[src/rtl/graph_consts.svh]
////////////////////////////////////////////////////////////
// widths, peer count and result queue sizing for the
// graph sum-kernel array; include where a size is needed
////////////////////////////////////////////////////////////

`ifndef GRAPH_CONSTS_SVH
`define GRAPH_CONSTS_SVH

// vertex job fields
`define GRAPH_VERTEX_BITS 16
`define GRAPH_DEGREE_BITS 16

// edge value, also the width of a sum
`define GRAPH_VALUE_BITS 32

// peers sharing the write port
`define GRAPH_NUM_KERNELS 2
`define GRAPH_KERNEL_ID_BITS 1

// per-peer result queue, almost-full leaves two slots spare
`define GRAPH_RESULT_FIFO_DEPTH 8
`define GRAPH_RESULT_FIFO_ALFULL 6

`endif

[src/rtl/graph_job_pkg.sv]
////////////////////////////////////////////////////////////
// types for incoming work: vertex jobs and edge values
// referenced by scoped name from the kernels and the top
////////////////////////////////////////////////////////////

`default_nettype none

`include "graph_consts.svh"

package graph_job_pkg;

	// meaningful widths
	typedef logic [`GRAPH_VERTEX_BITS-1:0] vertex_id_t;
	typedef logic [`GRAPH_DEGREE_BITS-1:0] degree_t;
	typedef logic [`GRAPH_VALUE_BITS-1:0]  edge_value_t;

	// one job per vertex, valid is a single-cycle strobe
	typedef struct packed {
		logic       valid;
		vertex_id_t index;
		degree_t    degree;
	} vertex_job_t;

	// one edge value per strobe
	typedef struct packed {
		logic        valid;
		edge_value_t value;
	} edge_data_t;

endpackage

`default_nettype wire

[src/rtl/graph_bus_pkg.sv]
////////////////////////////////////////////////////////////
// types for the shared write side: result lines, the
// registered write strobe and result queue status
////////////////////////////////////////////////////////////

`default_nettype none

`include "graph_consts.svh"

package graph_bus_pkg;

	typedef logic [`GRAPH_KERNEL_ID_BITS-1:0] kernel_id_t;

	// finished vertex as it leaves a peer
	typedef struct packed {
		graph_job_pkg::vertex_id_t  index;
		kernel_id_t                 kernel_id;
		graph_job_pkg::edge_value_t sum;
	} result_line_t;

	typedef struct packed {
		logic         valid;
		result_line_t line;
	} result_write_t;

	typedef struct packed {
		logic full;
		logic alfull;
		logic empty;
	} fifo_status_t;

endpackage

`default_nettype wire

[src/rtl/result_fifo.sv]
////////////////////////////////////////////////////////////
// synchronous result queue for one peer
// head entry is always on data_out, pop advances it
////////////////////////////////////////////////////////////

`timescale 1ns/1ps
`default_nettype none

`include "graph_consts.svh"

module result_fifo #(
	parameter int WIDTH = 8,
	parameter int DEPTH = 8
) (
	input  wire logic                 clock,
	input  wire logic                 rstn,
	input  wire logic                 push,
	input  wire logic [WIDTH-1:0]     data_in,
	input  wire logic                 pop,
	output logic [WIDTH-1:0]          data_out,
	output graph_bus_pkg::fifo_status_t status
);

	localparam int PTR_BITS = (DEPTH > 1) ? $clog2(DEPTH) : 1;
	localparam int CNT_BITS = $clog2(DEPTH + 1);

	logic [WIDTH-1:0]    mem [DEPTH];
	logic [PTR_BITS-1:0] wr_ptr;
	logic [PTR_BITS-1:0] rd_ptr;
	logic [CNT_BITS-1:0] count;
	logic                do_push;
	logic                do_pop;

	assign do_push = push && !status.full;
	assign do_pop  = pop && !status.empty;

	assign status.full   = (count == CNT_BITS'(DEPTH));
	assign status.alfull = (count >= CNT_BITS'(`GRAPH_RESULT_FIFO_ALFULL));
	assign status.empty  = (count == '0);

	assign data_out = mem[rd_ptr];

	// storage
	always_ff @(posedge clock) begin
		if (do_push) begin
			mem[wr_ptr] <= data_in;
		end
	end

	// pointers wrap at DEPTH, not at a power of two
	always_ff @(posedge clock or negedge rstn) begin
		if (!rstn) begin
			wr_ptr <= '0;
			rd_ptr <= '0;
			count  <= '0;
		end else begin
			if (do_push) begin
				wr_ptr <= (wr_ptr == PTR_BITS'(DEPTH - 1)) ? '0 : wr_ptr + 1'b1;
			end
			if (do_pop) begin
				rd_ptr <= (rd_ptr == PTR_BITS'(DEPTH - 1)) ? '0 : rd_ptr + 1'b1;
			end
			case ({do_push, do_pop})
				2'b10:   count <= count + 1'b1;
				2'b01:   count <= count - 1'b1;
				default: count <= count;
			endcase
		end
	end

	assert property (@(posedge clock) disable iff (!rstn) push |-> !status.full)
		else $error("result_fifo: push while full, line dropped");

	assert property (@(posedge clock) disable iff (!rstn) pop |-> !status.empty)
		else $error("result_fifo: pop while empty");

endmodule

`default_nettype wire

[src/rtl/sum_kernel.sv]
////////////////////////////////////////////////////////////
// one sum-kernel peer: takes a vertex job, adds up its
// edge values and queues {index, kernel id, sum} lines
// for the shared write port
////////////////////////////////////////////////////////////

`timescale 1ns/1ps
`default_nettype none

`include "graph_consts.svh"

module sum_kernel #(
	parameter int KERNEL_ID = 0
) (
	input  wire logic                        clock,
	input  wire logic                        rstn,
	input  wire graph_job_pkg::vertex_job_t  vertex_job,
	input  wire graph_job_pkg::edge_data_t   edge_data,
	output logic                             edge_ready,
	output logic                             job_busy,
	output logic                             write_request,
	output graph_bus_pkg::result_line_t      write_line,
	input  wire logic                        write_grant
);

	typedef enum logic [1:0] {
		ST_IDLE,
		ST_ACCUM,
		ST_RETIRE
	} kernel_state_t;

	kernel_state_t                state;
	graph_job_pkg::vertex_id_t    job_index;
	graph_job_pkg::degree_t       job_degree;
	graph_job_pkg::degree_t       edge_count;
	graph_job_pkg::degree_t       edge_count_next;
	graph_job_pkg::edge_value_t   sum;
	graph_bus_pkg::result_line_t  line_in;
	graph_bus_pkg::fifo_status_t  fifo_status;
	logic                         line_push;

////////////////////////////////////////////////////////////
// job state machine
////////////////////////////////////////////////////////////

	assign edge_count_next = edge_count + 1'b1;

	always_ff @(posedge clock or negedge rstn) begin
		if (!rstn) begin
			state      <= ST_IDLE;
			edge_count <= '0;
		end else begin
			case (state)
				ST_IDLE: begin
					if (vertex_job.valid) begin
						state      <= ST_ACCUM;
						edge_count <= '0;
					end
				end
				ST_ACCUM: begin
					if (edge_data.valid) begin
						edge_count <= edge_count_next;
						// last edge of the job
						if (edge_count_next == job_degree) begin
							state <= ST_RETIRE;
						end
					end
				end
				ST_RETIRE: begin
					state      <= ST_IDLE;
					edge_count <= '0;
				end
				default: state <= ST_IDLE;
			endcase
		end
	end

	// job fields and running sum, wrapping at 2^32
	always_ff @(posedge clock) begin
		if (state == ST_IDLE && vertex_job.valid) begin
			job_index  <= vertex_job.index;
			job_degree <= vertex_job.degree;
			sum        <= '0;
		end else if (state == ST_ACCUM && edge_data.valid) begin
			sum <= sum + edge_data.value;
		end else if (state == ST_RETIRE) begin
			sum <= '0;
		end
	end

	assign job_busy   = (state != ST_IDLE);
	assign edge_ready = (state == ST_ACCUM) && !fifo_status.alfull;

////////////////////////////////////////////////////////////
// result queue
////////////////////////////////////////////////////////////

	assign line_push         = (state == ST_RETIRE);
	assign line_in.index     = job_index;
	assign line_in.kernel_id = graph_bus_pkg::kernel_id_t'(KERNEL_ID);
	assign line_in.sum       = sum;

	result_fifo #(
		.WIDTH($bits(graph_bus_pkg::result_line_t)),
		.DEPTH(`GRAPH_RESULT_FIFO_DEPTH)
	) u_result_fifo (
		.clock   (clock),
		.rstn    (rstn),
		.push    (line_push),
		.data_in (line_in),
		.pop     (write_grant),
		.data_out(write_line),
		.status  (fifo_status)
	);

	// head of queue asks for the port, grant pops it
	assign write_request = !fifo_status.empty;

	assert property (@(posedge clock) disable iff (!rstn) vertex_job.valid |-> !job_busy)
		else $error("sum_kernel %0d: job strobe while busy", KERNEL_ID);

	assert property (@(posedge clock) disable iff (!rstn)
		edge_data.valid |-> state == ST_ACCUM)
		else $error("sum_kernel %0d: edge strobe outside accumulation", KERNEL_ID);

	assert property (@(posedge clock) disable iff (!rstn)
		vertex_job.valid |-> vertex_job.degree != '0)
		else $error("sum_kernel %0d: job with zero degree", KERNEL_ID);

endmodule

`default_nettype wire

[config.mk]
export PLATFORM = sky130hd
export DESIGN_NAME = sum_kernel
export DESIGN_NICKNAME = d
export VERILOG_FILES = /design/src/rtl/graph_job_pkg.sv /design/src/rtl/graph_bus_pkg.sv /design/src/rtl/result_fifo.sv /design/src/rtl/sum_kernel.sv
export VERILOG_INCLUDE_DIRS = /design/src /design/src/rtl
export SDC_FILE = /design/constraint.sdc
export NUM_CORES = 1
export LEC_CHECK = 0
export BUFFER_PORTS_ARGS = -buffer_cell sky130_fd_sc_hd__buf_2
export CORE_MARGIN = 2
export CORE_UTILIZATION = 27
export CTS_CLUSTER_SIZE = 8
export DETAILED_ROUTE_END_ITERATION = 7
export HOLD_SLACK_MARGIN = 0.15
export SKIP_LAST_GASP = 1
export SLEW_MARGIN = 15
export SYNTH_ARGS = -nofsm -noshare
export SYNTH_HDL_FRONTEND = slang
export SYNTH_SLANG_ARGS = --single-unit
[constraint.sdc]
create_clock -name clock -period 4.42 [get_ports clock]
set_input_delay 0.442 -clock clock [delete_from_list [all_inputs] [get_ports clock]]
set_output_delay 0.442 -clock clock [all_outputs]
set_load 0.05 [all_outputs]
==> flow_metrics.tcl, run 1 <==
set metrics [dict create \
    finalPower_mw 16.2 \
    place_congestion 0.831 \
    r2r_cells 9 \
    start_util 0.274 \
    ys_async_sr_fraction 0.0588 \
    rows 99 \
    drive_gt1_frac 0.281 \
    syn_nets 1292 \
    ys_ff_latch 476 \
    fp.dieArea_mm2 0.0766 \
    post_dp_cell_area_mm2 0.0219 \
    die_h_um 277 \
    yosysWarnings 0 \
    synth_edf_count 416 \
    endpoint_kind "output pin" \
    avgSynthCellArea_um2 17.0 \
    wl_met3_mm 2.90 \
    clock-root-buffer "clkbuf_16" \
    wl_mm 47.5 \
    rsz0062_at_grt "no" \
    max-vdd-ir-drop_mv 0.332 \
    critPathRequiredTime_ns 3.98 \
    crit_path_start_kind "flip-flop" \
    core_area_mm2 0.0733 \
    hold-worst-slack_ns 0.217 \
    max_freq_ghz 0.290 \
    route.detailed.wl_per_inst_um 20.0 \
    min_path_cells 3 \
    antenna_found_initial 14 \
    crit_type "reg2out" \
    powerDensity_mw_per_mm2 667 \
    crit_arrival_ns 3.01 \
    synth_area_leader_cell "edfxtp_1" \
    cts_setup_buffers 0 \
    cts_tree "done" \
    clock_latency_ns 0.60 \
    clk_pin_slew_worst_paths_ns 0.05 \
    io_buffers 119 \
    cts_buffers 70 \
    top_layer "met5" \
    synth_most_common_cell "edfxtp_1" \
    synth.distinct_cells 68 \
    clockBufferDepth 3 \
    synth_common_cells "416 x edfxtp_1, 96 x mux4_2, 66 x nand2_1" \
    finClkSkew_ns 0.0256 \
    grt_max_degree 55 \
    drc 0 \
    synth_top_flop_cell "edfxtp_1" \
    nets 1484 \
    ant_nets 0 \
    tightestPinTransition_ns 0.940 \
    final_area_mm2 0.0243 \
    min_period_over_period 0.780 \
    slew_viol_final 0 \
    min-delay-path-class "in2reg" \
    final_cells 2374 \
    grt_pass1_wl_mm 71.9 \
    io_pins 121 \
    dr.pass1.iters 7 \
    dpl.cell_count 2227 \
    grtUsageTotal 0.124 \
    grt_pass1_vias 11871 \
    wl_met2_mm 23.0 \
    outcome "complete, no violations" \
    setup_viol 0 \
    via_per_inst 4.71 \
    synth_area_mm2 0.0201 \
    relSlewSlack 0.373 \
    die_width_um 277 \
    h-tree-depth 3 \
    syn2layout_area_growth_pct 21.1 \
    synth_top_area_share 0.622 \
    finalSetupTns_ns 0 \
    num_vias 11177 \
    yosysSeqAreaShare 0.689 \
    clock_sinks 476 \
    p_leak_nw 8.30 \
    synthCells 1182 \
    maxCapViolCount 0 \
    cp_max_fo 54 \
    place_hpwl_mm 28.1 \
    wl_met1_mm 20.3 \
    drtIter0Drc 571 \
    synth_area_leaders "edfxtp_1 62%, mux4_2 11%, dfrtp_1 3.5%" \
    min_period_ns 3.45 \
    overflow 0 \
    hold_viol_final 0 \
]
report_power, final:
part / internal [mW] / switching, mW
Sequential: 5.42 / 0.731
Clock: 2.95 / 1.95
Combinational: 2.08 / 3.07
area by class of cell:
class | count | area (um^2)
Antenna cell | 4 | 10.0
Timing Repair Buffer | 174 | 1130
Tap cell | 959 | 1200
Clock inverter | 9 | 154
Sequential cell | 476 | 13800
Inverter | 16 | 60.1
Multi-Input combinational cell | 636 | 6050
Fill cell | 7026 | 49000
Clock buffer | 100 | 1870
registers in the layout, indices dropped and copies added, names as in the netlist:
register	count
u_result_fifo.count	4
u_result_fifo.wr_ptr	3
sum	32
job_degree	16
state	2
edge_count	16
job_index	16
u_result_fifo.mem	384
u_result_fifo.rd_ptr	3
worst paths after layout:
| path | startpoint | to | slack [ns] |
|---|---|---|---|
| min in group asynchronous | rstn | edge_count[2] | 0.43 |
| max reg2reg | sum[6] | sum[13] | 1.41 |
| max | u_result_fifo.rd_ptr[1] | write_line[6] | 0.97 |
| max in group asynchronous | rstn | u_result_fifo.rd_ptr[1] | 3.42 |
| min reg2reg | u_result_fifo.count[3] | u_result_fifo.count[3] | 0.50 |
| min | edge_data[31] | sum[31] | 0.22 |
logic make-up after synthesis:
logic type / share of synthesized area
AO/OA/AOI/OAI: 0.0573
XOR/XNOR: 0.0201
AND/OR/NAND/NOR: 0.0545
other: 0.000187
buffers and inverters: 0.0140
flip-flops: 0.689
multiplexers: 0.139
adder cells (fa/ha/maj): 0.0263
routing by layer:
metal  GRT usage  vias up
li1            -     5087
met1       0.154     5713
met5           0        -
met3      0.0396       95
met4      0.0394       22
met2       0.204      260
cells in the final DEF (no fill, tap or decap), types with 4 or more instances in the layout:
cell type and n:
mux2i_1 4, nand3_1 17, o21a_1 5, nor2_4 7, nor3b_1 10, and2_1 5, diode_2 4, ha_1 39
o21ai_0 42, mux4_2 96, a22oi_1 12, a211oi_1 6, dlygate4sd3_1 34, nand2_1 66, a21o_1 24, mux2_2 52
o21ai_1 4, clkbuf_16 70, nor2_1 56, a31oi_1 11, dfxtp_1 32, a21oi_1 35, and4_1 4, o211ai_1 8
buf_2 119, buf_4 18, inv_1 16, nand2b_1 8, edfxtp_1 416, nor3_1 12, clkbuf_1 29, xor2_1 15
dfrtp_1 25, and3_1 8, xnor2_1 31, nor4_1 4, o31ai_1 5
what timing repair did:
item / 4_1_cts / 5_1_grt
hold endpoints to repair: 61 / 0
hold buffers: 34 / 0
gates resized for setup: 0 / 0
setup endpoints to repair: 0 / 0
per-stage QoR:
step	util	setup WS, ns
floorplan	-	0.858
global placement	0.299	1.47
detailed placement	0.299	1.45
CTS	0.332	0.841
global route	0.332	0.779
finish	0.332	0.971
critical path, stage by stage (launching register included):
cell and delay [ns]:
dfrtp_4 0.98, buf_4 0.50, mux4_2 0.38, mux2_2 0.31
buf_2 0.22
Note: power is estimated with default switching activity, not from simulation.
==> inputs of run 2 (changes only) <==
clock period = 3.1 ns   (was 4.42 ns; I/O delays follow)
==> run 2 against run 1 <==
Non-clock buffer count is 23 higher. Power is 42% higher. Sequential power is 39% higher. Worst hold slack worse by 0.0032 ns. Worst setup slack worse by 0.81 ns. Die area stayed put. Via count is 0.13% lower. Clock power is 35% higher. Largest cell class unchanged. Sequential share of layout area is 0.58 points lower. Global-route usage is 0.21 points lower. Combinational power is 51% higher.
==> flow_metrics.tcl, run 2 (synthesis gave the netlist of run 1 again) <==
set metrics [dict create \
    clock-root-buffer "clkbuf_16" \
    endpoint_kind "flip-flop" \
    crit_path_start_kind "flip-flop" \
    route.detailed.wl_per_inst_um 19.6 \
    clock_sinks 476 \
    antenna_found_initial 12 \
    fin_ws_ns 0.165 \
    reg_top3 "u_result_fifo.mem x384, sum x32" \
    p_leak_nw 8.46 \
    crit_top_cell "and4_1" \
    die_h_um 277 \
    grt_max_degree 49 \
    grt_pass1_vias 11788 \
    h-tree-depth 3 \
    reg2reg_from "edge_count[8]" \
    dp_slack_ns 0.194 \
    cp_max_fo 6 \
    powerDensity_mw_per_mm2 935 \
    crit_arrival_ns 3.40 \
    rr_endpoint "state[0]" \
    final_common_cell "edfxtp_1" \
    critPathCapture "state[0]" \
    num_vias 11163 \
    min_period_over_period 0.947 \
    ant_nets 0 \
    relSlewSlack 0.431 \
    drc 0 \
    drtIter0Drc 684 \
    place_hpwl_mm 28.6 \
    crit_chain "nand3_2, nor4_4, and3_4, xnor2_1, nor4_1, and4_1, and4_1, a211oi_2, dlygate4sd3_1" \
    grtUsageTotal 0.122 \
    largest_register_ffs 384 \
    drive_gt1_frac 0.294 \
    cts_buffers 69 \
    max-vdd-ir-drop_mv 0.513 \
    rows 99 \
    start_util 0.274 \
    slowest_delay_ns 0.57 \
    crit_type "reg2reg" \
    clock_latency_ns 0.59 \
    nets 1506 \
    final_cell_mix "416 x edfxtp_1, 119 x buf_2, 96 x mux4_2, 69 x clkbuf_16, 66 x nand2_1" \
    via_per_inst 4.69 \
    maxCapViolCount 0 \
    cts_tree "done" \
    wl_mm 46.7 \
    seq_area_mm2 0.0138 \
    die_width_um 277 \
    hold_viol_final 0 \
    clk_pin_slew_worst_paths_ns 0.05 \
    core_area_mm2 0.0733 \
    hold-worst-slack_ns 0.214 \
    largest_register "u_result_fifo.mem" \
    outcome "complete, no violations" \
    tightestPinTransition_ns 0.832 \
    setup_viol 0 \
    min_period_ns 2.93 \
    min-delay-path-class "in2reg" \
    place_congestion 0.800 \
    rrSetupSlack_ns 0.17 \
    max_freq_ghz 0.341 \
    fin_util 0.335 \
    finClkSkew_ns 0.0232 \
    io_buffers 119 \
    nFillCells 7046 \
    dr.pass1.iters 5 \
    syn2layout_area_growth_pct 22.4 \
    slew_viol_final 0 \
    clockBufferDepth 3 \
    dpl.cell_count 2244 \
    multi_input_area_mm2 0.00608 \
    io_pins 121 \
    critPathLaunch "edge_count[8]" \
    overflow 0 \
    r2r_cells 9 \
    final_cells 2380 \
    critPathSlowestCell "dlygate4sd3_1" \
    critPathRequiredTime_ns 3.57 \
    fp.dieArea_mm2 0.0766 \
    grt_pass1_wl_mm 70.8 \
]
[run 2: cell types whose count changed in the layout (fill, tap and decap cells not counted), sizes merged]
cell,delta
dlygate4sd3,+3
clkinv,-4
buf,+20
diode,-3
clkbuf,-12
inv,+2
[run 2: worst min path at each step]
stage          depth (start not counted)        endpoint     startpoint
6_report                               4         sum[30]  edge_data[30]
5_1_grt                                4         sum[30]  edge_data[30]
4_1_cts                                4         sum[30]  edge_data[30]
3_5_place_dp                           1  edge_count[13]           rstn
3_3_place_gp                           1  edge_count[12]           rstn
2_1_floorplan                          0   edge_count[0]           rstn
[run 2: through the flow]
step           instance area (um^2)  total power [mW]   TNS, ns
2_1_floorplan                 20100              14.3   -158.09
3_3_place_gp                  22200              16.4         0
3_5_place_dp                  22200              16.5         0
4_1_cts                       24500              23.3         0
5_1_grt                       24600              24.2  -0.00114
6_report                      24600              23.0         0
[run 2: area by class of cell]
cell class / count / area share
timing repair buffer: 197 / 0.0605
clock buffer: 88 / 0.0732
multi-input combinational: 636 / 0.247
clock inverter: 7 / 0.00412
tap: 959 / 0.0488
sequential: 476 / 0.563
inverter: 16 / 0.00244
antenna: 1 / 0.000102
[run 2: per-layer routing]
| layer | GRT usage | vias to the layer above | share of wire |
|---|---|---|---|
| met5 | 0 | - | 0.0027 |
| met4 | 0.0350 | 20 | 0.019 |
| met3 | 0.0338 | 84 | 0.056 |
| met2 | 0.202 | 256 | 0.49 |
| met1 | 0.156 | 5690 | 0.43 |
| li1 | - | 5113 | - |
[run 2: worst max-delay path, delay by kind of cell, from the launching register on]
family | cells | cell delay [ns]
AO/OA/AOI/OAI | 1 | 0.06
XOR/XNOR | 1 | 0.10
buffers and inverters | 1 | 0.57
AND/OR/NAND/NOR | 6 | 1.64
flip-flops | 1 | 0.45
[run 2: timing repair]
action                                 CTS  global route
setup endpoints to repair                0             3
endpoints found under the hold margin   63             0
buffers inserted                         0             3
hold buffers                            37             0
resized for setup                        0             8
[run 2: power breakdown]
| group | total [mW] | internal [mW] | leakage (nW) | switching, mW |
|---|---|---|---|---|
| logic | 7.81 | 3.14 | 3.16 | 4.67 |
| registers | 8.52 | 7.73 | 4.38 | 0.789 |
| clock network | 6.64 | 4.04 | 0.921 | 2.60 |
| total | 23.0 | 14.9 | 8.46 | 8.06 |
